<file path="src/atom_cassette.sv">
// Cassette tone divider and the output gate driven by port C
`timescale 1ns/1ps

module atom_cassette #(
   parameter int CAS_DIV = 208
) (
   input  logic       clk64,
   input  logic       reset,
   input  logic       cpu_clken,
   input  logic [3:0] pc_low,
   output logic       cas_tone,
   output logic       cas_out
);

   localparam int CNT_W = $clog2(CAS_DIV);

   // Enables counted within one tone half-period
   logic [CNT_W-1:0] cas_cnt;

   always_ff @(posedge clk64 or posedge reset)
   begin
      if (reset)
      begin
         cas_cnt  <= '0;
         cas_tone <= 1'b0;
      end
      else if (cpu_clken)
      begin
         if (cas_cnt == CNT_W'(CAS_DIV - 1))
         begin
            cas_cnt  <= '0;
            cas_tone <= !cas_tone;
         end
         else
            cas_cnt <= cas_cnt + 1'b1;
      end
   end

   // Two NANDs and an inverter on the real board
   // PC0 low forces the line high, PC1 lets the tone through
   assign cas_out = !pc_low[0] || (pc_low[1] && !cas_tone);

endmodule

</file>
<file path="config.mk">
export PLATFORM = sky130hd
export DESIGN_NAME = atom_cassette
export DESIGN_NICKNAME = d
export VERILOG_FILES = /design/src/atom_cassette.sv
export SDC_FILE = /design/constraint.sdc
export NUM_CORES = 1
export LEC_CHECK = 0
export BUFFER_PORTS_ARGS = -buffer_cell sky130_fd_sc_hd__buf_2
export CAP_MARGIN = 20
export CORE_AREA = 2 2 39 41
export CTS_CLUSTER_SIZE = 8
export DETAILED_ROUTE_END_ITERATION = 6
export DIE_AREA = 0 0 41 43
export HOLD_SLACK_MARGIN = 0.05
export PLACE_DENSITY = 0.64
export SYNTH_ARGS = -nofsm -noshare
export SYNTH_HDL_FRONTEND = slang
export SYNTH_SLANG_ARGS = --single-unit
</file>
<file path="constraint.sdc">
create_clock -name clk64 -period 2.1 [get_ports clk64]
set_input_delay 0.42 -clock clk64 [delete_from_list [all_inputs] [get_ports clk64]]
set_output_delay 0.42 -clock clk64 [all_outputs]
set_load 0.03 [all_outputs]
</file>
==> results_dict.tcl <==
set metrics [dict create \
    drc 0 \
    synth.ff_latch_count 9 \
    clock-root-buffer "clkbuf_4" \
    io_pins 9 \
    relSlewSlack 0.7655 \
    cts_resized 0 \
    dpl.hpwl_um 640.3 \
    whs_ns 0.1108 \
    n_antenna_cell 0 \
    multi_input_area_um2 241.5 \
    grt_use_met3 0.04712 \
    cts_buffers 3 \
    grt.overflow.total 0 \
    post-cts-setup-buffer-count 0 \
    final.min_clock_period_ns 1.469 \
    ff2ff_setup_slack_ns 0.65 \
    crit_type "reg -> out" \
    worstReg2RegStart "cas_cnt[0]" \
    dr.first_iter.drc_count 2 \
    outcome "complete, no violations" \
    numPortBuffers 6 \
    syn_nets 51 \
    hold_class "in -> async" \
    placementRows 14 \
    gp_congestion 0.7416 \
    yosysUniqueCellTypes 23 \
    drt-total-wl_um 907 \
    syn_area_per_cell_um2 11.12 \
    dpl.cell_count 65 \
    initial_core_util 0.3454 \
    cts_hold_buf 0 \
    synth_area_um2 478.0 \
    endpoint_kind "primary output" \
    worstSetupStartpointType "flop" \
    die-height_um 43 \
    cts.sinks 9 \
    power.density_nw_per_um2 1129 \
    drt_first_pass_iters 2 \
    cap_violations 0 \
    utilization 0.4005 \
    wl_per_cell_um 13.14 \
    r2r_end "cas_cnt[6]" \
    finalHoldViolCount 0 \
    drive_gt1_frac 0.2642 \
    cp.arrival_ns 1.05 \
    clock_path_buffers 2 \
    clk_latency_ns 0.26 \
    r2r_cells 4 \
    irDropWorstVdd_v 0.0005065 \
    fin_crit_sh 0.6997 \
    ys_seq_area_frac 0.4712 \
    antenna_found_initial 0 \
    use_met1 0.1523 \
    met2_usage 0.2094 \
    synthCells 43 \
    p_leak_nw 0.2438 \
    rsz0062_at_grt "no" \
    fin_cells 69 \
    vias 375 \
    yosys_warnings 0 \
    register_area_um2 225.2 \
    syn2layout_area_growth_pct 15.97 \
    finClkSkew_ns 0.001921 \
    path_cells "o21ai_0 -> buf_2" \
    grt_pass1_vias 380 \
    grt_usage 0.1388 \
    critPathMaxFanout 3 \
    grt_max_degree 10 \
    finalSetupViolCount 0 \
    n_fill_cell 142 \
    endpoint "cas_out" \
    final_nets 62 \
    core-area_um2 1384 \
    critPathMaxStageDelay_ns 0.42 \
    critPathRequiredTime_ns 1.68 \
    finalMaxSlewViolations 0 \
    cts_tree "done" \
    crit_start "cas_tone" \
    cts-htree-levels 1 \
    die_x_um 41 \
    fin_tns_setup_ns 0 \
    dieArea_um2 1763 \
    tightest_slew_ns 0.3513 \
    drtAntennaViolNets 0 \
    avgViaCountPerCell 5.435 \
    grt_pass1_wl_um 1607 \
    grt_busiest_layer "met2" \
    max_freq_mhz 680.6 \
    critPathSlowestCell "dfrtp_1" \
    cts.clk_slew.worst_paths_ns 0.06 \
]
[power by group]
| group | internal [W] | leakage (nW) | switching [W] |
|---|---|---|---|
| clock network | 0.0000734 | 0.0150 | 0.0000635 |
| registers | 0.000233 | 0.114 | 0.0000841 |
| logic | 0.0000965 | 0.115 | 0.0000748 |
| total | 0.000403 | 0.244 | 0.000222 |
[metrics by stage]
step	total power (W)	area, µm²	worst slack (ns)
detailed placement	0.0004880	528.0	0.6873
finish	0.0006258	554.3	0.6307
floorplan	0.0004402	478.0	0.4227
global route	0.0006812	554.3	0.5353
global placement	0.0004822	528.0	0.6800
CTS	0.0006287	554.3	0.6144
[critical path, delay by kind of cell (launching register included)]
family | cells | cell delay [ns]
DFF | 1 | 0.42
buffers and inverters | 1 | 0.21
AOI/OAI and AO/OA | 1 | 0.16
[layout by cell type (no fill, tap or decap), drive strengths merged]
cell	count
a41oi	1
and4bb	1
xor2	1
nand2b	2
nand3	1
a21oi	2
a211oi	2
buf	6
and3	2
a21o	1
dfrtp	9
xnor2	3
mux2	1
nand4	2
a31oi	1
ha	1
o21ai	3
and4	2
a22o	1
nor2	2
nor3	1
nand2	1
clkbuf	4
inv	3
[layer usage]
metal,share of wire,vias up
li1,-,179
met1,0.45,182
met2,0.47,10
met3,0.042,4
met4,0.034,0
met5,0,-
[logic make-up (layout without fill, tap and decap cells)]
group	Yosys count	in the layout	synth area share
AOI/OAI and AO/OA	11	11	0.1597
DFF	9	9	0.4712
muxes	1	1	0.02356
xor gates and xnor gates	4	4	0.08902
adders and majority gates	1	1	0.02617
buffers and inverters	3	13	0.02356
and+or+nand+nor	14	14	0.2068
[synth_stat cells]
library cell / instances / area share
a22o_1: 1 / 0.018
nand2b_1: 2 / 0.026
and3_4: 2 / 0.047
mux2_2: 1 / 0.024
nand4_1: 2 / 0.026
and4_1: 2 / 0.037
dfrtp_1: 9 / 0.47
nand3_1: 1 / 0.010
ha_1: 1 / 0.026
nor3_1: 1 / 0.010
a21oi_1: 2 / 0.021
inv_1: 3 / 0.024
a21o_1: 1 / 0.016
nand2_1: 1 / 0.0078
and4bb_1: 1 / 0.026
a211oi_1: 1 / 0.016
nor2_1: 2 / 0.016
xor2_2: 1 / 0.034
a41oi_1: 1 / 0.018
xnor2_1: 3 / 0.055
o21ai_0: 3 / 0.031
a211oi_2: 1 / 0.026
a31oi_1: 1 / 0.013
[worst min-delay path by stage]
stage | endpoint
floorplan | cas_cnt[0]
global placement | cas_cnt[6]
detailed placement | cas_cnt[7]
CTS | cas_cnt[0]
global route | cas_cnt[0]
finish | cas_cnt[1]
[sequential cells by signal, indices dropped and copies added (netlist names)]
register	count
cas_cnt	8
cas_tone	1
[area by class of cell]
cell class | instances | area share
clock buffer | 4 | 0.04740
inverter | 3 | 0.02032
multi-input combinational | 31 | 0.4357
sequential | 9 | 0.4063
tap | 16 | 0.03612
timing repair buffer | 6 | 0.05418
(Power assumes the default switching activity.)
