### config.mk
export PLATFORM = sky130hd
export DESIGN_NAME = atom_clken
export DESIGN_NICKNAME = d
export VERILOG_FILES = /design/src/atom_clken.sv
export SDC_FILE = /design/constraint.sdc
export NUM_CORES = 1
export LEC_CHECK = 0
export BUFFER_PORTS_ARGS = -buffer_cell sky130_fd_sc_hd__buf_4
export CORE_AREA = 3 3 40 42
export DETAILED_ROUTE_END_ITERATION = 6
export DIE_AREA = 0 0 43 45
export GPL_ROUTABILITY_DRIVEN = 0
export PLACE_DENSITY = 0.49
export SYNTH_ARGS = -nofsm -noshare
export SYNTH_HDL_FRONTEND = slang
export SYNTH_SLANG_ARGS = --single-unit
export TNS_END_PERCENT = 100
### constraint.sdc
create_clock -name clk64 -period 1.5 [get_ports clk64]
set_input_delay 0.15 -clock clk64 [delete_from_list [all_inputs] [get_ports clk64]]
set_output_delay 0.15 -clock clk64 [all_outputs]
set_load 0.02 [all_outputs]
### src/atom_clken.sv
// CPU clock-enable divider, one clk64 pulse every 2^CLK_DIV_BITS cycles
`timescale 1ns/1ps

module atom_clken #(
   parameter int CLK_DIV_BITS = 7
) (
   input  logic clk64,
   input  logic reset,
   output logic cpu_clken
);

   // Free-running divider
   logic [CLK_DIV_BITS-1:0] div_cnt;

   always_ff @(posedge clk64 or posedge reset)
   begin
      if (reset)
      begin
         div_cnt   <= '0;
         cpu_clken <= 1'b0;
      end
      else
      begin
         div_cnt   <= div_cnt + 1'b1;
         // Registered divider-zero strobe
         cpu_clken <= (div_cnt == '0);
      end
   end

   // Enable is a single-cycle strobe
   assert property (@(posedge clk64) disable iff (reset)
      cpu_clken |=> !cpu_clken)
      else $error("cpu_clken high on two consecutive cycles");

endmodule

==> flow_metrics.env <==
export IMPL_dieWidth_um=43
export IMPL_status="completed"
export IMPL_pwr_share_seq_pct=56.8
export IMPL_route_vias_total=190
export IMPL_drc=0
export IMPL_cp_max_fo=4
export IMPL_p_int_w=0.000311
export IMPL_io_pins=3
export IMPL_clkPwrFrac_pct=41.0
export IMPL_cts_made_buffers=3
export IMPL_syn_nets=29
export IMPL_post_cts_resized=0
export IMPL_synth_cell_types=10
export IMPL_min_path_type="input pin to async pin"
export IMPL_crit_required_ns=1.67
export IMPL_dr_pass1_iters=1
export IMPL_core_area_um2=1280
export IMPL_drt_first_iter_violations=0
export IMPL_r2r_end="cpu_clken$_DFF_PP0_"
export IMPL_crit_path_max_incr_delay_ns=0.45
export IMPL_grt_usage_pct=6.23
export IMPL_dp_hpwl_um=360
export IMPL_power_switching_w=0.0000699
export IMPL_final_hold_viol_count=0
export IMPL_die_y_um=45
export IMPL_clock_skew_ns=0.00456
export IMPL_area_growth_pct=20.2
export IMPL_peakVddDrop_uv=355
export IMPL_cts_root_buffer="clkbuf_4"
export IMPL_crit_slowest_cell="or4b_1"
export IMPL_finalMaxSlewViolations=0
export IMPL_cts_setup_buffers=0
export IMPL_antennaDiodeCount=0
export IMPL_synth_flop_cell="dfrtp_1"
export IMPL_wl_um=474
export IMPL_synthArstFlopShare_pct=100
export IMPL_p_sw_share_pct=18.4
export IMPL_tns_ns=0
export IMPL_yosysMostFrequentCell="dfrtp_1"
export IMPL_grt_ovfl_total=0
export IMPL_postCtsHoldBufs=1
export IMPL_n_fill_cell=132
export IMPL_synth_seq_cells=8
export IMPL_synth_common_cells="8 x dfrtp_1, 3 x inv_1, 3 x nand3_1, 3 x xnor2_1"
export IMPL_nets=37
export IMPL_clock_fmax_ghz=0.803
export IMPL_htreeDepth=1
export IMPL_grt_pass1_wl_um=807
export IMPL_worstSetupStartpoint="div_cnt[0]$_DFF_PP0_"
export IMPL_synth_area_leaders="dfrtp_1 61%, xnor2_1 8.0%, ha_1 7.6%"
export IMPL_power_density_nw_per_um2=963
export IMPL_initial_utilization_pct=25.6
export IMPL_regToRegStartpoint="div_cnt[0]$_DFF_PP0_"
export IMPL_clkLatencyLatePin_ns=0.25
export IMPL_path_buf_inv=1
export IMPL_synth_top_area_share_pct=60.8
export IMPL_min_period_ns=1.25
export IMPL_crit_chain="inv_1 -> ha_1 -> or4b_1 -> nor3_2"
export IMPL_synth_edf_count=0
export IMPL_grt_max_degree=9
export IMPL_ant_nets=0
export IMPL_avgRoutedWirePerCell_um=10.3
export IMPL_syn_inst=25
export IMPL_grt_pass1_vias=201
export IMPL_clockBufferDepth=2
export IMPL_rsz0062_at_grt="no"
export IMPL_power_frac_comb_pct=2.2
export IMPL_end_kind="flop"
export IMPL_yosys_area_top_type="dfrtp_1"
export IMPL_viasPerCell=4.13
export IMPL_clkTransAtPathRegs_ns=0.05
export IMPL_start_kind="flop"
export IMPL_io_buffers=2
export IMPL_cts_tree="done"
export IMPL_leakagePower_nw=0.194
export IMPL_syn_area_per_cell_um2=13.2
export IMPL_min_period_over_period_pct=83.0
export IMPL_crit_family="simple AND/OR/NAND/NOR gates"
export IMPL_worst_r2r_path_depth=4
export IMPL_dieArea_um2=1940
export IMPL_drive_gt1_share_pct=22.6
export IMPL_critical_path_class="flop to flop"
export IMPL_maxSlewHeadroom_pct=79.2
export IMPL_holdWs_ns=0.405
export IMPL_ys_seq_area_share_pct=60.8
export IMPL_cts_num_sinks=8
export IMPL_cp_arrival_ns=1.42
export IMPL_synth_area_um2=329
export IMPL_antenna_found_initial=0
export IMPL_maxCapViolations=0
export IMPL_setup_violations=0
export IMPL_yosys_warnings=0
export IMPL_tightestPinTransition_ns=0.312
export IMPL_fp_row_count=13
export IMPL_regToRegSetupSlack_ns=0.25
layout by cell type, fill, tap and decap left out, drive strengths merged:
master / n
and3: 2
dfrtp: 8
nor3: 1
ha: 2
inv: 3
xor2: 2
dlygate4sd3: 1
xnor2: 3
nand3: 3
buf: 2
clkbuf: 3
or4b: 1
power by group through the flow:
| stage | Clock (W) | Sequential (W) | Combinational, W |
|---|---|---|---|
| 2_1_floorplan | 0 | 0.000220 | 0.00000337 |
| 3_3_place_gp | 0 | 0.000220 | 0.00000606 |
| 3_5_place_dp | 0 | 0.000220 | 0.00000642 |
| 4_1_cts | 0.000165 | 0.000216 | 0.00000848 |
| 5_1_grt | 0.000182 | 0.000216 | 0.00000982 |
| 6_report | 0.000156 | 0.000216 | 0.00000820 |
worst reg2reg max path, stage by stage, from the launching register on:
cell and delay [ns]:
dfrtp_1 0.40, inv_1 0.09, ha_1 0.14, or4b_1 0.45, nor3_2 0.10
how the worst max path moves through the flow:
stage | cells past startpoint | to
2_1_floorplan | 4 | cpu_clken$_DFF_PP0_
3_3_place_gp | 4 | cpu_clken$_DFF_PP0_
3_5_place_dp | 4 | cpu_clken$_DFF_PP0_
4_1_cts | 4 | cpu_clken$_DFF_PP0_
5_1_grt | 4 | cpu_clken$_DFF_PP0_
6_report | 4 | cpu_clken$_DFF_PP0_
through the flow:
step	worst slack (ns)	utilization (%)	area, um^2	instances	power (W)
final	0.255	30.8	395	46	0.000381
after global routing	0.200	30.8	395	46	0.000408
after CTS	0.237	30.8	395	46	0.000390
after detailed placement	0.244	28.2	363	42	0.000226
after global placement	0.246	28.2	363	42	0.000226
after floorplan	0.315	-	329	25	0.000223
per-layer routing:
| metal | vias to the layer above | routed length, um | track usage (%) |
|---|---|---|---|
| li1 | 94 | - | - |
| met1 | 91 | 223 | 6.22 |
| met2 | 5 | 208 | 8.98 |
| met3 | 0 | 43 | 6.37 |
| met4 | 0 | 0 | 1.81 |
| met5 | - | 0 | 0 |
kinds of logic after synthesis:
kind of cell	Yosys count	share of synthesized area (%)
xor+xnor	5	13.3
fa+ha+maj	2	7.60
buf+inv	3	3.42
flops	8	60.8
simple gates	7	14.8
area by class of cell:
| class | count | area [um^2] | area share, % |
|---|---|---|---|
| multi-input combinational | 14 | 118 | 29.7 |
| inverter | 3 | 11.3 | 2.85 |
| sequential | 8 | 200 | 50.6 |
| tap | 15 | 18.8 | 4.75 |
| clock buffer | 3 | 22.5 | 5.70 |
| timing repair buffer | 3 | 25.0 | 6.33 |
sequential cells by signal (all words and copies together) (netlist names):
name,count
cpu_clken,1
div_cnt,7
(Power assumes the default switching activity.)
