## src/atom_pkg.sv

```systemverilog
// Shared widths, bus structs, address constants and arbiter states for the Atom I/O block
package atom_pkg;

   // ======================================================================
   // Widths with a meaning
   // ======================================================================

   // 6502 address bus
   typedef logic [15:0] addr_t;

   // Data bus byte
   typedef logic [7:0] byte_t;

   // External RAM, 256 KB byte-wide
   typedef logic [17:0] ram_addr_t;

   // 8 KB video RAM
   typedef logic [12:0] vid_addr_t;

   // ======================================================================
   // Bus structs
   // ======================================================================

   // One CPU bus cycle, as held between two clock enables
   typedef struct packed {
      addr_t addr;
      byte_t wdata;
      logic  rnw;
   } cpu_bus_t;

   // Device selects for the current access
   // vid, pia, unmapped, rom_latch and ram are exclusive
   // rom and a000 only qualify the access
   typedef struct packed {
      logic vid;
      logic pia;
      logic unmapped;
      logic rom;
      logic rom_latch;
      logic a000;
      logic ram;
   } dev_sel_t;

   // Video RAM read port owner
   typedef enum logic [1:0] {
      VID_IDLE     = 2'b00,
      VID_CHECK    = 2'b01,
      VID_CPU_ADDR = 2'b10,
      VID_CPU_DATA = 2'b11
   } vid_rd_state_t;

   // ======================================================================
   // Fixed addresses
   // ======================================================================

   // Zero page byte whose bit 5 is the lock flag
   localparam addr_t LOCK_ADDR = 16'h00e7;

   // Paged ROM bank latch
   localparam addr_t ROM_LATCH_ADDR = 16'hbfff;

endpackage

```

## src/atom_pia.sv

```systemverilog
// 8255 PIA model with fixed port directions, keyboard scan and video mode bits
`timescale 1ns/1ps

module atom_pia (
   input  logic               clk64,
   input  logic               reset,
   input  logic               cpu_clken,
   input  atom_pkg::cpu_bus_t bus,
   input  atom_pkg::dev_sel_t sel,
   input  logic [5:0]         keyout,
   input  logic               shift_n,
   input  logic               ctrl_n,
   input  logic               rept_n,
   input  logic               cas_in,
   input  logic               fs_n,
   input  logic               cas_tone,
   output atom_pkg::byte_t    rdata,
   output logic [3:0]         kbd_row,
   output logic               an_g,
   output logic [2:0]         gm,
   output logic               css,
   output logic [3:0]         pc_low
);

   import atom_pkg::*;

   // Port A is all output
   byte_t      port_a;
   // Port C low nibble is output, high nibble input
   logic [3:0] port_c;

   // ======================================================================
   // Register writes
   // ======================================================================

   always_ff @(posedge clk64 or posedge reset)
   begin
      if (reset)
      begin
         port_a <= '0;
         port_c <= '0;
      end
      else if (cpu_clken && sel.pia && !bus.rnw)
      begin
         case (bus.addr[1:0])
            2'b00: port_a <= bus.wdata;
            2'b10: port_c <= bus.wdata[3:0];
            // Control word with bit 7 clear is a port C bit set/reset
            2'b11:
            begin
               if (!bus.wdata[7])
                  port_c[bus.wdata[2:1]] <= bus.wdata[0];
            end
            default: ;
         endcase
      end
   end

   // ======================================================================
   // Register reads
   // ======================================================================

   always_comb
   begin
      case (bus.addr[1:0])
         2'b00: rdata = port_a;
         // Modifier keys above the six return lines
         2'b01: rdata = {shift_n, ctrl_n, keyout};
         2'b10: rdata = {fs_n, rept_n, cas_in, cas_tone, port_c};
         default: rdata = '0;
      endcase
   end

   // Keyboard row select and 6847 mode pins
   assign kbd_row = port_a[3:0];
   assign an_g    = port_a[4];
   assign gm      = port_a[7:5];
   // Colour set select
   assign css     = port_c[3];
   // Cassette and sound controls
   assign pc_low  = port_c;

endmodule

```

## config.mk

```make
export PLATFORM = sky130hd
export DESIGN_NAME = atom_pia
export DESIGN_NICKNAME = d
export VERILOG_FILES = /design/src/atom_pkg.sv /design/src/atom_pia.sv
export SDC_FILE = /design/constraint.sdc
export NUM_CORES = 1
export LEC_CHECK = 0
export BUFFER_PORTS_ARGS = -buffer_cell sky130_fd_sc_hd__buf_4
export CAP_MARGIN = 20
export CORE_ASPECT_RATIO = 0.9
export CORE_MARGIN = 1.5
export CORE_UTILIZATION = 30
export CTS_BUF_LIST = sky130_fd_sc_hd__clkbuf_4 sky130_fd_sc_hd__clkbuf_8 sky130_fd_sc_hd__clkbuf_16
export DETAILED_ROUTE_END_ITERATION = 6
export PLACE_DENSITY = 0.77
export SYNTH_ARGS = -nofsm -noshare
export SYNTH_HDL_FRONTEND = slang
export SYNTH_SLANG_ARGS = --single-unit
```

## constraint.sdc

```tcl
create_clock -name clk64 -period 1 [get_ports clk64]
set_clock_uncertainty 0.15 [all_clocks]
set_input_delay 0.2 -clock clk64 [delete_from_list [all_inputs] [get_ports clk64]]
set_output_delay 0.2 -clock clk64 [all_outputs]
set_load 0.05 [all_outputs]
```

==> metrics.txt <==
Rows 17; most instantiated cells after synthesis dfrtp_1 (12), nand2_1 (11), mux2_4 (8), mux2i_1 (8), o21ai_0 (8); final slew viol count 0; crit path buf inv count 1; pwr/cell area approximately 1700 nW/um2; overall power 3.17 mW; HP Class primary input to register; post-route setup slack -0.467 ns; Clock Power Share 0.124; Layout Utilization 0.769; slew of the pin with the lowest slew margin 0.176 ns; sequential share of power 0.235; P&R area growth vs syn 143%; fmax 681 MHz; relative slew slack 0.880; ys async rst share 1.00; cell breakdown of the critical path mux2i_4 > o21ai_4 > buf_6; Die ar. roughly 2900 um2; status finished with violations; DP HPWL about 1.9 mm; CTS tree done; Via density roughly 5.2; Tcrit/Tclk final 1.47; critical path fanouts, max 2; P_int 1.86 mW; CP arrival around 1.1 ns; Non-Filler Instances 179; H-Tree Depth 1; CP required between 0.6 and 0.7 ns; Die W roughly 57 um; final WL between 3 and 4 mm; insertion delay to the later sink of the worst-skew pair 0.28 ns; ys flop type dfrtp_1; Yosys cell types 24; vias in the first global route approximately 1000; Synth top area share 0.384; hold buffers post-CTS 1; clk sinks 12; DRC 0; drt initial violations 22; Crit Path Class register to output port; ranking of synthesized cells by area dfrtp_1 (38%), mux2_4 (15%), mux2i_1 (10%); first-pass GRT wire length ~4.7 mm; Mapped Cells between 70 and 80; layout net count ~200; TritonRoute pass-1 iters 4; placed cells 168; Die Y-Extent a little over 50 um; port buffer count 47; Comb power frac 0.641; largest net degree at the start of global routing 13; crit path launch type register; Synth Register Bits 12; Fill cells about 150; slowest CP cell dfrtp_2; Yosys top cell by area dfrtp_1; initial antenna violation count 0; Seq/Total Area, Yosys 0.384; vias slightly above 900; number of enable flip-flop cells after synthesis 0; clk slew on worst S/H paths about 0.08 ns; Core ar. ~2500 um2; Ports 68; Worst VDD drop approximately 1.8 mV; count leader, synth dfrtp_1; Net Sw Power ~1.3 mW; syn_area_per_cell roughly 11 um2; RSZ-0062 raised after global routing yes; Overall Global Routing Usage 0.219; final setup fails 33; CTS Buf Count 3; Post-Syn Area just under 800 um2; Hold WS a little under 0.002 ns; initial core utilization 0.317; max-cap violations 0; root buf cell clkbuf_4; WL per Instance between 15 and 20 um; GRT overflow 0; CTS Buffer Depth 2; GPL Wtd Cong 0.772; Switching Share 0.413; Placement Setup Slack -0.565 ns; Synthesized Nets about 120; YS warnings 0; failing checks setup timing; layout cell share with drive strength beyond 1 0.841; endpoints failing hold 0; Top delay family on crit path flip-flops; Worst Setup End Kind output port; DRT antenna net count 0; ant diodes 0; leakage dissipation 0.854 nW; Crit path largest cell delay between 0.4 and 0.5 ns; crit path time final ~1.5 ns
==> metrics by stage <==
stage / setup TNS, ns / cell area [um2]
floorplan: -7.50 / 921
global placement: -11.13 / 1430
detailed placement: -11.41 / 1430
CTS: -11.74 / 1840
global route: -12.42 / 1900
finish: -11.54 / 1900
==> worst paths after layout <==
check                           from         to  slack [ns]  cells past startpoint
min                           bus[7]  port_a[6]       0.002                      2
min reg2reg                port_a[4]  port_a[4]        0.51                      2
max                        port_a[2]   rdata[2]       -0.47                      3
min in group asynchronous      reset  port_a[6]        0.33                      4
max in group asynchronous      reset  port_a[7]        0.19                      4
max reg2reg                pc_low[2]  pc_low[2]       -0.23                      4
==> registers in the layout (all words and copies together), names as in the netlist <==
| register | cells |
|---|---|
| port_a | 8 |
| pc_low | 4 |
==> metal layers <==
| metal | GRT usage | vias up | share of wire |
|---|---|---|---|
| li1 | - | 426 | - |
| met4 | 0.0814 | 0 | 0.014 |
| met5 | 0 | - | 0 |
| met3 | 0.0278 | 4 | 0.047 |
| met1 | 0.256 | 459 | 0.38 |
| met2 | 0.411 | 36 | 0.56 |
==> what timing repair did <==
item / CTS / global route
hold endpoints to repair: 13 / 3
pin swaps: 8 / 4
setup buffers: 6 / 1
resized for setup: 68 / 16
gates cloned: 1 / 0
setup endpoints to repair: 33 / 33
==> cells in the final DEF (no fill, tap or decap) <==
master,Yosys,routed
inv_1,1,1
a21o_1,1,1
buf_4,1,34
a22o_1,1,1
and3_1,1,1
o211ai_1,1,1
buf_6,1,26
buf_8,0,12
a21oi_1,4,2
dlygate4sd3_1,0,1
nor2b_4,0,1
nand2_1,11,10
nand3b_1,2,2
a221o_1,1,1
clkbuf_4,0,3
or4_4,0,1
nand2_2,0,1
dfrtp_2,0,12
or3b_2,2,2
mux2i_4,0,8
a21oi_2,0,2
mux2_4,8,11
clkbuf_8,0,1
o21ai_4,0,8
or3_1,1,1
buf_12,0,5
or4b_1,1,1
nand4b_1,1,1
==> area by class of cell <==
type	count	area [um2]	share of cell area
Sequential cell	12	315	0.166
Multi-Input combinational cell	56	669	0.353
Inverter	1	3.75	0.00198
Timing Repair Buffer	78	838	0.442
Tap cell	28	35.0	0.0185
Clock buffer	4	36.3	0.0191
==> cell families (layout without fill, tap and decap cells) <==
logic type / Yosys count / count (layout) / share of synthesized area
buf+inv: 6 / 83 / 0.0448
flops: 12 / 12 / 0.384
mux: 19 / 19 / 0.299
simple gates: 21 / 21 / 0.152
compound gates: 16 / 16 / 0.120
==> power by group through the flow <==
stage | Combinational (mW) | Clock (mW) | Sequential [mW]
2_1_floorplan | 0.578 | 0 | 1.08
3_3_place_gp | 1.51 | 0 | 0.677
3_5_place_dp | 1.53 | 0 | 0.680
4_1_cts | 1.94 | 0.396 | 0.724
5_1_grt | 2.10 | 0.433 | 0.757
6_report | 2.03 | 0.394 | 0.745
==> worst register-to-register path, delay by kind of cell, from the launching register on <==
kind | cells | cell delay, ns
buffers and inverters | 1 | 0.13
AND/OR/NAND/NOR | 1 | 0.08
AO/OA/AOI/OAI | 2 | 0.33
flip-flops | 1 | 0.43
(Power assumes the default switching activity.)
