==> config.mk <==
export PLATFORM = sky130hd
export DESIGN_NAME = atom_bus_capture
export DESIGN_NICKNAME = d
export VERILOG_FILES = /design/src/atom_pkg.sv /design/src/atom_bus_capture.sv
export SDC_FILE = /design/constraint.sdc
export NUM_CORES = 1
export LEC_CHECK = 0
export ABC_AREA = 1
export BUFFER_PORTS_ARGS = -buffer_cell sky130_fd_sc_hd__buf_4
export CAP_MARGIN = 20
export CORE_UTILIZATION = 44
export DETAILED_ROUTE_END_ITERATION = 7
export GPL_ROUTABILITY_DRIVEN = 0
export HOLD_SLACK_MARGIN = 0.12
export PLACE_DENSITY_LB_ADDON = 0.2
export SLEW_MARGIN = 20
export SYNTH_ARGS = -nofsm -noshare
export SYNTH_HDL_FRONTEND = slang
export SYNTH_SLANG_ARGS = --single-unit
==> constraint.sdc <==
create_clock -name clk64 -period 1.2 [get_ports clk64]
set_input_delay 0.06 -clock clk64 [delete_from_list [all_inputs] [get_ports clk64]]
set_output_delay 0.06 -clock clk64 [all_outputs]
set_load 0.01 [all_outputs]
==> src/atom_pkg.sv <==
// Shared widths, bus structs, address constants and arbiter states for the Atom I/O block
package atom_pkg;

   // ======================================================================
   // Widths with a meaning
   // ======================================================================

   // 6502 address bus
   typedef logic [15:0] addr_t;

   // Data bus byte
   typedef logic [7:0] byte_t;

   // External RAM, 256 KB byte-wide
   typedef logic [17:0] ram_addr_t;

   // 8 KB video RAM
   typedef logic [12:0] vid_addr_t;

   // ======================================================================
   // Bus structs
   // ======================================================================

   // One CPU bus cycle, as held between two clock enables
   typedef struct packed {
      addr_t addr;
      byte_t wdata;
      logic  rnw;
   } cpu_bus_t;

   // Device selects for the current access
   // vid, pia, unmapped, rom_latch and ram are exclusive
   // rom and a000 only qualify the access
   typedef struct packed {
      logic vid;
      logic pia;
      logic unmapped;
      logic rom;
      logic rom_latch;
      logic a000;
      logic ram;
   } dev_sel_t;

   // Video RAM read port owner
   typedef enum logic [1:0] {
      VID_IDLE     = 2'b00,
      VID_CHECK    = 2'b01,
      VID_CPU_ADDR = 2'b10,
      VID_CPU_DATA = 2'b11
   } vid_rd_state_t;

   // ======================================================================
   // Fixed addresses
   // ======================================================================

   // Zero page byte whose bit 5 is the lock flag
   localparam addr_t LOCK_ADDR = 16'h00e7;

   // Paged ROM bank latch
   localparam addr_t ROM_LATCH_ADDR = 16'hbfff;

endpackage

==> src/atom_bus_capture.sv <==
// CPU bus input register, sampled on each clock enable, plus the lock flag snoop
`timescale 1ns/1ps

module atom_bus_capture (
   input  logic             clk64,
   input  logic             reset,
   input  logic             cpu_clken,
   input  atom_pkg::addr_t  cpu_addr,
   input  atom_pkg::byte_t  cpu_wdata,
   input  logic             cpu_rnw,
   output atom_pkg::cpu_bus_t bus,
   output logic             lock
);

   import atom_pkg::*;

   // ======================================================================
   // Bus register
   // ======================================================================

   // Holds the access for a whole enable period
   always_ff @(posedge clk64 or posedge reset)
   begin
      if (reset)
      begin
         // Idle as a read of 0000
         bus.addr  <= '0;
         bus.wdata <= '0;
         bus.rnw   <= 1'b1;
      end
      else if (cpu_clken)
      begin
         bus.addr  <= cpu_addr;
         bus.wdata <= cpu_wdata;
         bus.rnw   <= cpu_rnw;
      end
   end

   // ======================================================================
   // Lock flag
   // ======================================================================

   // Bit 5 of #E7, taken when the write access ends
   always_ff @(posedge clk64 or posedge reset)
   begin
      if (reset)
         lock <= 1'b0;
      else if (cpu_clken && !bus.rnw && (bus.addr == LOCK_ADDR))
         lock <= bus.wdata[5];
   end

endmodule

==> results.json <==
{
  "final_min_period_over_clock_period_pct": 100.2,
  "cts_setup_buffers": 0,
  "wirelength_um": 3071,
  "cp-start-kind": "input pin",
  "viasPerCell": 4.641,
  "cts_max_path_buffers": 2,
  "hold_path.startpoint": "cpu_clken",
  "post-route-drc-count": 0,
  "criticalPathCategory": "in -> reg",
  "worst_hold_path.num_cells": 4,
  "timing.final.setup_violations": 1,
  "worstSetupStartpoint": "cpu_addr[12]",
  "cts_tree": "done",
  "maxCapViolCount": 0,
  "netlist.top_cell.by_area": "dfrtp_1",
  "hpwl_um": 1666,
  "worstReg2RegEnd": "lock$_DFFE_PP0P_",
  "ioPinCount": 54,
  "r2r_start": "bus[13]$_DFFE_PP0P_",
  "fp.dieArea_sq_um": 2689,
  "mostFrequentLayoutCells": "76 x nand2_1, 55 x buf_4, 40 x dlygate4sd3_1",
  "total_switching_power_uw": 522.7,
  "result_of_the_run": "finished with violations",
  "drive_gt1_share_pct": 30.00,
  "final_total_negative_setup_slack_ns": -0.001828,
  "path_delay_family": "buffers and inverters",
  "setup.worst_path.end_class": "flip-flop",
  "power_report.internal_total_uw": 1416,
  "num_vias": 1151,
  "groute.usage.overall_pct": 25.45,
  "clock-sinks": 26,
  "achievable-frequency_ghz": 0.8321,
  "most_common_cell_after_layout_fill_and_taps_aside": "nand2_1",
  "reg2regPathDepth": 6,
  "p_clk_share_pct": 23.0,
  "cts_resized": 0,
  "vdd.ir_drop.worst_v": 0.0008593,
  "final_critical_path_setup_slack_ns": -0.001828,
  "met2WireLength_um": 1634,
  "chipHeight_um": 51.86,
  "worst_skew_pair.late_latency_ns": 0.32,
  "max_slew.worst_pin.slew_ns": 0.3298,
  "yosys_warnings": 0,
  "finish.net_count": 249,
  "ys_types": 14,
  "global_route_wire_length_before_repair_um": 4871,
  "ant_nets": 0,
  "syn-mean-instance-area_sq_um": 8.679,
  "worstPathMaxFanout": 1,
  "timing.slew.headroom_pct": 78.01,
  "globalRouteOverflowTotal": 0,
  "route.layer.met1.wl_um": 1219,
  "met3RoutedLength_um": 119,
  "register_to_register_setup_slack_ns": 0.19,
  "power.sequential.fraction_pct": 52.1,
  "worst_setup_hold_path_clk_slew_ns": 0.14,
  "hold_slack_ns": 0.1864,
  "static-leakage-power_uw": 0.001016,
  "final-max-slew-violation-count": 0,
  "number_of_buffers_created_by_cts": 3,
  "worstHoldEndpoint": "bus[0]$_DFFE_PP1P_",
  "post_cts_hold_buffer_count": 40,
  "synthTopCellsByArea": "dfrtp_1 57%, nand2_1 26%, buf_6 3.1%, dfstp_2 2.4%, nor2_4 2.1%",
  "design_power_total_uw": 1938,
  "hold_viol": 0,
  "syn-cell-area_sq_um": 1094,
  "setup_repair_after_global_routing_missed_its_margin": "no",
  "crit_arrival_ns": 1.43,
  "power-per-cell-area_nw_per_um2": 1005,
  "critical-path-slowest-cell": "dlygate4sd3_1",
  "power_frac_comb_pct": 24.9,
  "finalWorstPathRequiredPeriod_ns": 1.202,
  "drt-pass1-iter-count": 4,
  "wl_per_cell_um": 12.38,
  "synth_sequential_area_ratio_pct": 59.61,
  "syn_nets": 154,
  "ctsHtreeMaxLevel": 1,
  "register_bit_count_reported_by_yosys": 26,
  "worst_clock_skew_ns": 0.001946,
  "area_delta_synth_final_pct": 76.43,
  "num_antenna_cells": 0,
  "post_synth_inst_count": 126,
  "clockRootBuffer": "clkbuf_4",
  "fp.coreArea_sq_um": 2276,
  "violations": "negative setup slack",
  "grt_start_max_net_pins": 27,
  "fill_cell_instance_count_of_the_final_layout": 142,
  "vias_in_the_first_global_route": 1122,
  "cp_slowest_stage_delay_ns": 0.56,
  "top_signal_layer_used": "met4",
  "die-width_um": 51.86,
  "placementRows": 17,
  "crit_buf_inv": 3,
  "synth.top_cell.area_share_pct": 57.21,
  "switching_power_as_a_share_of_total_power_pct": 26.96,
  "multiInputGateArea_sq_um": 369.1,
  "io_buffer_count": 53,
  "initial_utilization_pct": 48.05,
  "crit_chain": "dlygate4sd3_1 -> buf_4 -> nand2_1 -> dlygate4sd3_1 -> nand2_1",
  "critical_path_required_ns": 1.43,
  "final-seq-area_sq_um": 651.9,
  "holdCritPathClass": "in -> reg",
  "drtIter0Drc": 9,
  "grt_antenna_before_repair": 0
}
[metal layers]
layer | vias up | GRT usage [%]
met2 | 40 | 45.51
met5 | - | 0
met1 | 533 | 28.00
li1 | 568 | -
met3 | 10 | 4.094
met4 | 0 | 14.86
[power by group through the flow]
stage	Combinational, uW	Sequential, uW	Clock (uW)
after detailed placement	373	1020	0
final	482	1010	446
after global routing	525	1020	488
after floorplan	134	1060	0
after global placement	366	1020	0
after CTS	476	1010	455
[cell families (layout without fill, tap and decap cells)]
logic type / Yosys count / count (layout) / synth area share, %
simple gates: 88 / 88 / 32.84
buf+inv: 10 / 104 / 6.635
compound gates: 2 / 2 / 0.9154
flops: 26 / 26 / 59.61
[final cells by class]
type | instances | area share [%]
clock buffer | 4 | 1.881
sequential | 26 | 33.79
inverter | 5 | 1.232
timing repair buffer | 95 | 42.15
tap | 28 | 1.816
multi-input combinational | 90 | 19.13
[how the worst max path moves through the flow]
| stage | to | slack (ns) | depth (start not counted) |
|---|---|---|---|
| after floorplan | lock$_DFFE_PP0P_ | 0.24 | 6 |
| after global placement | lock$_DFFE_PP0P_ | 0.23 | 6 |
| after detailed placement | lock$_DFFE_PP0P_ | 0.21 | 6 |
| after CTS | bus[12]$_DFFE_PP0P_ | 0.02 | 5 |
| after global routing | bus[3]$_DFFE_PP0P_ | 0.002 | 5 |
| final | bus[21]$_DFFE_PP0P_ | -0.002 | 5 |
[worst min-delay path, stage by stage]
cell,delay (ns)
buf_4,0.21
inv_6,0.13
nand2_1,0.08
nand2_1,0.04
[synth_stat cells]
| cell | n |
|---|---|
| buf_6 | 3 |
| inv_1 | 4 |
| dfstp_2 | 1 |
| nor2_4 | 2 |
| nand3_1 | 1 |
| dfrtp_1 | 25 |
| buf_4 | 2 |
| nand2_2 | 1 |
| nand4_1 | 2 |
| o21ai_0 | 2 |
| nor2_1 | 4 |
| inv_6 | 1 |
| nand2_1 | 76 |
| nor2_2 | 2 |
[sequential cells by signal, indices dropped and copies added (netlist names)]
name and flops:
lock 1, bus 25
[per-stage QoR]
stage	std cells	setup slack, ns	util [%]	instance area [sq um]
6_report	248	-0.001828	84.77	1929
5_1_grt	248	0.001997	84.77	1929
4_1_cts	248	0.02299	84.77	1929
3_5_place_dp	204	0.2055	65.59	1493
3_3_place_gp	204	0.2296	65.59	1493
2_1_floorplan	126	0.2396	-	1094
(Power assumes the default switching activity.)
