--- config.mk ---
export PLATFORM = sky130hd
export DESIGN_NAME = atom_mem_map
export DESIGN_NICKNAME = d
export VERILOG_FILES = /design/src/atom_pkg.sv /design/src/atom_mem_map.sv
export SDC_FILE = /design/constraint.sdc
export NUM_CORES = 1
export LEC_CHECK = 0
export ABC_AREA = 1
export ABC_CLOCK_PERIOD_IN_PS = 2440
export BUFFER_PORTS_ARGS = -buffer_cell sky130_fd_sc_hd__buf_2
export CELL_PAD_IN_SITES_DETAIL_PLACEMENT = 0
export CELL_PAD_IN_SITES_GLOBAL_PLACEMENT = 1
export CORE_MARGIN = 2
export CORE_UTILIZATION = 24
export CTS_CLUSTER_DIAMETER = 200
export DETAILED_ROUTE_END_ITERATION = 8
export PLACE_DENSITY_LB_ADDON = 0.1
export SKIP_CTS_REPAIR_TIMING = 1
export SLEW_MARGIN = 20
export SYNTH_ARGS = -nofsm -noshare
export SYNTH_HDL_FRONTEND = slang
export SYNTH_SLANG_ARGS = --single-unit
--- constraint.sdc ---
create_clock -name clk64 -period 2.44 [get_ports clk64]
set_input_delay 0.732 -clock clk64 [delete_from_list [all_inputs] [get_ports clk64]]
set_output_delay 0.732 -clock clk64 [all_outputs]
set_load 0.005 [all_outputs]
--- src/atom_pkg.sv ---
// Shared widths, bus structs, address constants and arbiter states for the Atom I/O block
package atom_pkg;

   // ======================================================================
   // Widths with a meaning
   // ======================================================================

   // 6502 address bus
   typedef logic [15:0] addr_t;

   // Data bus byte
   typedef logic [7:0] byte_t;

   // External RAM, 256 KB byte-wide
   typedef logic [17:0] ram_addr_t;

   // 8 KB video RAM
   typedef logic [12:0] vid_addr_t;

   // ======================================================================
   // Bus structs
   // ======================================================================

   // One CPU bus cycle, as held between two clock enables
   typedef struct packed {
      addr_t addr;
      byte_t wdata;
      logic  rnw;
   } cpu_bus_t;

   // Device selects for the current access
   // vid, pia, unmapped, rom_latch and ram are exclusive
   // rom and a000 only qualify the access
   typedef struct packed {
      logic vid;
      logic pia;
      logic unmapped;
      logic rom;
      logic rom_latch;
      logic a000;
      logic ram;
   } dev_sel_t;

   // Video RAM read port owner
   typedef enum logic [1:0] {
      VID_IDLE     = 2'b00,
      VID_CHECK    = 2'b01,
      VID_CPU_ADDR = 2'b10,
      VID_CPU_DATA = 2'b11
   } vid_rd_state_t;

   // ======================================================================
   // Fixed addresses
   // ======================================================================

   // Zero page byte whose bit 5 is the lock flag
   localparam addr_t LOCK_ADDR = 16'h00e7;

   // Paged ROM bank latch
   localparam addr_t ROM_LATCH_ADDR = 16'hbfff;

endpackage

--- src/atom_mem_map.sv ---
// Atom address decoder, ROM bank latch, external RAM mapping and CPU read mux
`timescale 1ns/1ps

module atom_mem_map (
   input  logic                clk64,
   input  logic                reset,
   input  logic                cpu_clken,
   input  atom_pkg::cpu_bus_t  bus,
   output atom_pkg::dev_sel_t  sel,
   output atom_pkg::ram_addr_t ram_addr,
   output logic                ram_we,
   output logic                ram_oe,
   input  atom_pkg::byte_t     ram_rdata,
   input  atom_pkg::byte_t     pia_rdata,
   input  atom_pkg::byte_t     vid_rdata,
   output atom_pkg::byte_t     cpu_din
);

   import atom_pkg::*;

   // Bank latch at BFFF
   byte_t rom_latch;
   // Set once the first access has been captured
   logic  access_valid;

   // ======================================================================
   // Address decode
   // ======================================================================

   always_comb
   begin
      // Video RAM 8000-97FF
      sel.vid       = (bus.addr[15:12] == 4'h8) || (bus.addr[15:11] == 5'b10010);
      // 8255 at B000-B00F
      sel.pia       = (bus.addr[15:4] == 12'hb00);
      // Removed device windows
      sel.unmapped  = (bus.addr[15:4] == 12'hb40) || (bus.addr[15:4] == 12'hb80) ||
                      (bus.addr[15:4] == 12'hbc0) || (bus.addr[15:8] == 8'hbd);
      sel.rom_latch = (bus.addr == ROM_LATCH_ADDR);
      sel.a000      = (bus.addr[15:12] == 4'ha);
      // Upper 16 KB always ROM, A000 bank ROM unless bank 7 is paged in
      sel.rom       = (bus.addr[15:14] == 2'b11) ||
                      (sel.a000 && (rom_latch[2:0] != 3'b111));
      // Everything else lands in external RAM
      sel.ram       = !(sel.vid || sel.pia || sel.unmapped || sel.rom_latch);
   end

   // ======================================================================
   // External RAM port
   // ======================================================================

   // A000 window pages through 4 KB banks at 0x10000 upwards
   assign ram_addr = sel.a000 ? {3'b010, rom_latch[2:0], bus.addr[11:0]} :
                                {2'b00, bus.addr};

   always_ff @(posedge clk64 or posedge reset)
   begin
      if (reset)
         access_valid <= 1'b0;
      else if (cpu_clken)
         access_valid <= 1'b1;
   end

   // Strobes drop on the enable cycle while the bus changes over
   assign ram_we = access_valid && !cpu_clken && !bus.rnw && !sel.rom;
   assign ram_oe = access_valid && !cpu_clken && bus.rnw;

   // ROM bank latch
   always_ff @(posedge clk64 or posedge reset)
   begin
      if (reset)
         rom_latch <= '0;
      else if (cpu_clken && sel.rom_latch && !bus.rnw)
         rom_latch <= bus.wdata;
   end

   // CPU read data
   always_comb
   begin
      if (sel.vid)
         cpu_din = vid_rdata;
      else if (sel.pia)
         cpu_din = pia_rdata;
      else if (sel.unmapped)
         cpu_din = '0;
      else if (sel.rom_latch)
         cpu_din = rom_latch;
      else
         cpu_din = ram_rdata;
   end

   assert property (@(posedge clk64) disable iff (reset)
      $onehot({sel.vid, sel.pia, sel.unmapped, sel.rom_latch, sel.ram}))
      else $error("Device selects not one-hot");

endmodule

==> results of run 1 <==
worst max path at each step:
stage / end / depth (start not counted) / start / slack (ns)
after global routing: cpu_din[3] / 12 / bus[23] / -0.24
after detailed placement: cpu_din[4] / 10 / bus[17] / -0.22
final: cpu_din[7] / 11 / bus[23] / -0.15
after global placement: cpu_din[4] / 10 / bus[17] / -0.22
after CTS: cpu_din[4] / 10 / bus[17] / -0.23
after floorplan: cpu_din[7] / 9 / bus[23] / 0.07
through the flow:
step	std cells	instance area [µm²]	total power [W]
6_report	336	1820	0.000486
4_1_cts	331	1650	0.000480
3_3_place_gp	327	1610	0.000306
2_1_floorplan	190	1120	0.000227
3_5_place_dp	327	1610	0.000306
5_1_grt	336	1820	0.000521
layout make-up:
class / count / area share
Inverter: 36 / 0.0770
Timing Repair Buffer: 108 / 0.347
Clock buffer: 4 / 0.0248
Tap cell: 52 / 0.0358
Sequential cell: 9 / 0.124
Multi-Input combinational cell: 127 / 0.392
cell families after synthesis:
family / after synthesis / synth area share
flip-flops: 9 / 0.200
other: 1 / 0.00334
AO/OA/AOI/OAI: 29 / 0.169
buffers and inverters: 54 / 0.245
AND/OR/NAND/NOR: 97 / 0.382
cells in the final DEF (no fill, tap or decap), drive strengths merged:
| cell | n |
|---|---|
| nand4 | 1 |
| o22ai | 1 |
| o21ai | 18 |
| nand2 | 59 |
| a21oi | 7 |
| dfrtp | 9 |
| nand3 | 12 |
| conb | 1 |
| o21bai | 2 |
| clkinv | 1 |
| a31oi | 1 |
| and2 | 1 |
| buf | 108 |
| clkbuf | 4 |
| nor3 | 4 |
| inv | 35 |
| nor2 | 20 |
Yosys cell counts:
cell type,number
a21oi_1,7
o21ai_2,8
nand2_1,55
buf_4,15
o21ai_0,10
nand3_1,11
nor2_4,2
nand2_2,3
nand3_2,1
nand2_4,1
and2_4,1
nand4_1,1
dfrtp_1,9
a31oi_1,1
conb_1,1
buf_2,1
buf_6,2
nor2_1,17
o21bai_2,2
nor3_1,4
nor2_2,1
inv_1,36
o22ai_1,1
power groups by stage:
| stage | logic, W | registers (W) | clock network (W) |
|---|---|---|---|
| 2_1_floorplan | 0.0000737 | 0.000153 | 0 |
| 3_3_place_gp | 0.000153 | 0.000153 | 0 |
| 3_5_place_dp | 0.000152 | 0.000153 | 0 |
| 4_1_cts | 0.000153 | 0.000151 | 0.000175 |
| 5_1_grt | 0.000187 | 0.000151 | 0.000183 |
| 6_report | 0.000166 | 0.000151 | 0.000168 |
per-layer routing:
layer / share of wire / vias to the layer above / track usage
met1: 0.42 / 620 / 0.149
met3: 0.052 / 4 / 0.00694
met2: 0.51 / 43 / 0.240
met5: 0 / - / 0
li1: - / 756 / -
met4: 0.011 / 0 / 0.0494
state kept, by name, indices dropped and copies added (netlist names):
register and count:
access_valid 1, rom_latch 8
==> summary.md, run 1 <==
| Metric | Value |
|---|---|
| Status | complete, but fails checks |
| Failing checks | negative setup slack |
| H-tree depth | 1 |
| IO Pins | 87 |
| Final period utilization | 1.06 |
| Fmax | between 300 and 400 MHz |
| Worst path slowest cell | nor2_4 |
| Seq/Total Area, Yosys | 0.200 |
| Clock latency at the later pin of the worst-skew pair | ~0.23 ns |
| Drt first pass iters | 4 |
| CP Buf/Inv Count | 4 |
| Crit path cell chain | buf_8, clkinv_4, nand2_4, nor2_4, nand2_4, nor2_4, buf_6, nand2_2, and2_4, o21bai_2, buf_2 |
| Part of the power in registers | 0.311 |
| P_leak | approximately 1.1 nW |
| Initial antenna violation count | 0 |
| Syn nets | approximately 240 |
| Final worst path period need | about 2.6 ns |
| Gate count after technology mapping | 190 |
| Switching Share | 0.279 |
| R2R Setup Slk | 1.76 ns |
| Max-cap viol count | 0 |
| ANT nets after route | 0 |
| Number of diodes | 0 |
| CTS tree | yes |
| Share of post-route cells with drive strength above 1 | 0.528 |
| Yosys warns | 0 |
| Die Wd | ~72 µm |
| Global placer's final weighted congestion | just under 0.9 |
| Clock Tree Buf Depth | 2 |
| Pint | about 0.00035 W |
| Number of global-route vias before repair | ~1300 |
| R2R Path Start | rom_latch[4]$_DFFE_PP0P_ |
| First-pass GRT wire length | 5360 µm |
| Critical Path RT | about 1.7 ns |
| Largest net degree at the start of global routing | 17 |
| Clock Skew | 0 ns |
| Post-DP HPWL | around 2900 µm |
| TritonCTS buffer count | 3 |
| Initial Utilization | 0.253 |
| R2R depth | 2 |
| WP data arrival | 1.85 ns |
| Residual DRC count | 0 |
| Clock sink total | 9 |
| Rows | 24 |
| Crit path max-delay family | simple AND/OR/NAND/NOR gates |
| Area of the multi-input gates | about 700 µm² |
| RSZ-0062 raised after global routing | yes |
| Post-synth top area share | 0.200 |
| Sequential cell area | between 200 and 250 µm² |
| Core box area | approximately 0.0044 mm² |
| Core Util, Final | 0.409 |
| Crit Path Category | in -> out |
| Nets | 337 |
| Leading post-synthesis cells by cell area | dfrtp_1, nand2_1, inv_1, buf_4, o21ai_2 |
| Setup TNS Final | -1.02 ns |
| Largest fanout on the critical path | 5 |
| Number of setup violations in the final report | 9 |
| Worst setup SP type | primary input |
| Syn-to-layout area delta | 61.9% |
| Reg clk slew, reported paths | around 0.04 ns |
| Synth Register Bits | 9 |
| P per Cell Area | 267 mW/mm² |
| Mapped Area | 0.00112 mm² |
| Pre-CTS setup slack | -0.224 ns |
| Slack of the critical path | -0.146 ns |
| Clock root buffer | clkbuf_8 |
| Number of port buffers | between 80 and 90 |
| Total routed wirelength | about 3500 µm |
| Hold_ws | between 0.4 and 0.5 ns |
| HP Class | in -> async |
| Die Y | ~72 µm |
| Number of fill cells | about 530 |
| DR iter-0 viols | 32 |
| Yosys cell types | 23 |
| Fin. Hold Viols | 0 |
| Comb pwr share | 0.342 |
| Post-synth top area cell | dfrtp_1 |
| Setup crit end kind | output pin |
| Grt ovf | 0 |
| Worst r2r dst | rom_latch[4]$_DFFE_PP0P_ |
| CP max stage delay | ~0.17 ns |
| Drt wl/cell | 10.4 µm |
| Number of vias per cell | 4.24 |
| Die ar. | about 0.0052 mm² |
| Peak VDD IR | roughly 0.26 mV |
| Via count | approximately 1400 |
| P_sw | approximately 0.00014 W |
| Final slew viol count | 0 |
| Tot GR Track Use | 0.127 |
| Clk pwr share | 0.346 |
| Avg Cell Area, Syn | roughly 6 µm² |
Power figures use the tool's default switching activity.
==> inputs of run 2 (changes only) <==
Settings changed: SETUP_SLACK_MARGIN set to 0.2.
==> summary.md, run 2 (synthesis results as in run 1) <==
| Metric | Value |
|---|---|
| Post-DP HPWL | ~2800 µm |
| Number of diodes | 0 |
| Number of global-route vias before repair | around 1200 |
| RSZ-0062 raised after global routing | yes |
| Crit Path Category | in -> out |
| HP Class | in -> async |
| CP max stage delay | between 0.1 and 0.15 ns |
| Register name with the most flops | rom_latch |
| Grt met2 use | 0.218 |
| M3 GR Usage | 0.0111 |
| Final slew viol count | 0 |
| Drt first pass iters | 4 |
| CP Buf/Inv Count | 4 |
| Via count | between 1000 and 1500 |
| Initial antenna violation count | 0 |
| Reg clk slew, reported paths | around 0.040 ns |
| Clock sink total | 9 |
| Global placer's final weighted congestion | 0.763 |
| Largest net degree at the start of global routing | 17 |
| Clock root buffer | clkbuf_8 |
| Status | complete, but fails checks |
| Final period utilization | 1.03 |
| Residual DRC count | 0 |
| Nets | ~340 |
| Slack of the critical path | -0.0853 ns |
| Die ar. | about 0.0052 mm² |
| H-tree depth | 1 |
| Dpl cells | around 320 |
| Clock Skew | 0 ns |
| Rows | 24 |
| Initial Utilization | 0.253 |
| Peak VDD IR | roughly 0.25 mV |
| IO Pins | between 80 and 90 |
| Number of vias per cell | 4.16 |
| Grt ovf | 0 |
| Crit path max-delay family | buffers and inverters |
| Grt met1 use | 0.155 |
| Core box area | between 0.004 and 0.005 mm² |
| Fmax | 396 MHz |
| Failing checks | negative setup slack |
| Max reg flops | 8 |
| Worst path slowest cell | nor2_4 |
| CTS tree | yes |
| Most frequent cells in the layout | buf_2, nand2_1, inv_1, buf_4, nand2_2 |
| Top flop regs | rom_latch (8), access_valid (1) |
| Die Y | about 72 µm |
| Gr busiest metal | met2 |
| First-pass GRT wire length | between 5000 and 6000 µm |
| Number of port buffers | 85 |
| Largest fanout on the critical path | 8 |
| P_leak | 1.10 nW |
| ANT nets after route | 0 |
| Worst setup SP type | primary input |
| Critical Path RT | between 1.5 and 2 ns |
| Core Util, Final | 0.442 |
| Fin. Hold Viols | 0 |
| Share of post-route cells with drive strength above 1 | 0.589 |
| Total routed wirelength | around 3500 µm |
| CP most frequent cell | buf_6 |
| Number of setup violations in the final report | 9 |
| Number of fill cells | around 500 |
| Setup crit end kind | output pin |
| Die Wd | a little over 70 µm |
| Tot GR Track Use | 0.121 |
| P per Cell Area | between 200 and 300 mW/mm² |
| WP data arrival | around 1.8 ns |
| Commonest non-fill, non-tap cell in the layout | buf_2 |
| Drt wl/cell | approximately 11 µm |
| DR iter-0 viols | 21 |
| Max-cap viol count | 0 |
| Syn-to-layout area delta | 74.7% |
| Fin cells | 334 |
| Crit path cell chain | buf_6, nor2_4, nand3_4, nor2_4, buf_6, o21bai_4, buf_6, nand2_4, o21bai_4, buf_2 |
| Clock latency at the later pin of the worst-skew pair | 0.23 ns |
| Clock Tree Buf Depth | 2 |
| TritonCTS buffer count | 3 |
| Final worst path period need | around 2.5 ns |
## run 2: report_power, final
part / total (W) / switching [W] / internal (W)
Clock: 0.000170 / 0.0000560 / 0.000114
Combinational: 0.000188 / 0.0000927 / 0.0000954
Sequential: 0.000151 / 0.000000263 / 0.000151
Total: 0.000509 / 0.000149 / 0.000360
## run 2: worst paths after layout
| check | from | endpoint | slack, ns | cells after the start |
|---|---|---|---|---|
| setup / recovery | bus[20] | cpu_din[7] | -0.09 | 10 |
| hold / removal | reset | rom_latch[7]$_DFFE_PP0P_ | 0.46 | 2 |
| setup reg to reg | rom_latch[0]$_DFFE_PP0P_ | rom_latch[0]$_DFFE_PP0P_ | 1.78 | 2 |
| hold reg to reg | rom_latch[5]$_DFFE_PP0P_ | rom_latch[5]$_DFFE_PP0P_ | 0.48 | 2 |
| max in group asynchronous | reset | rom_latch[1]$_DFFE_PP0P_ | 1.73 | 2 |
| min in group clk64 | rom_latch[5]$_DFFE_PP0P_ | rom_latch[5]$_DFFE_PP0P_ | 0.48 | 2 |
## run 2: worst register-to-register path, stage by stage (launching register included)
cell	delay [ns]
dfrtp_1	0.39
nand2_1	0.09
o21ai_2	0.06
## run 2: final cells by class
class,count,area (µm²),area share
multi-input cells,128,827,0.421
well taps,52,65.1,0.0331
repair buffers,105,653,0.333
flip-flops and latches,9,225,0.115
inverters,36,148,0.0752
clock buffers,4,45.0,0.0229
## run 2: per-layer routing
metal | vias to the layer above | routed length, µm
li1 | 753 | -
met1 | 594 | 1500
met2 | 39 | 1870
met3 | 4 | 163
met4 | 0 | 16
met5 | - | 0
## run 2: through the flow
step / setup slack (ns) / hold WS [ns] / power, W / setup TNS (ns) / instance area, µm²
after floorplan: 0.130 / 0.454 / 0.000236 / 0 / 1180
after global placement: -0.197 / 0.469 / 0.000313 / -1.51 / 1650
after detailed placement: -0.200 / 0.474 / 0.000313 / -1.48 / 1650
after CTS: -0.204 / 0.471 / 0.000486 / -1.51 / 1700
after global routing: -0.151 / 0.492 / 0.000547 / -1.42 / 1960
final: -0.0853 / 0.457 / 0.000509 / -0.510 / 1960
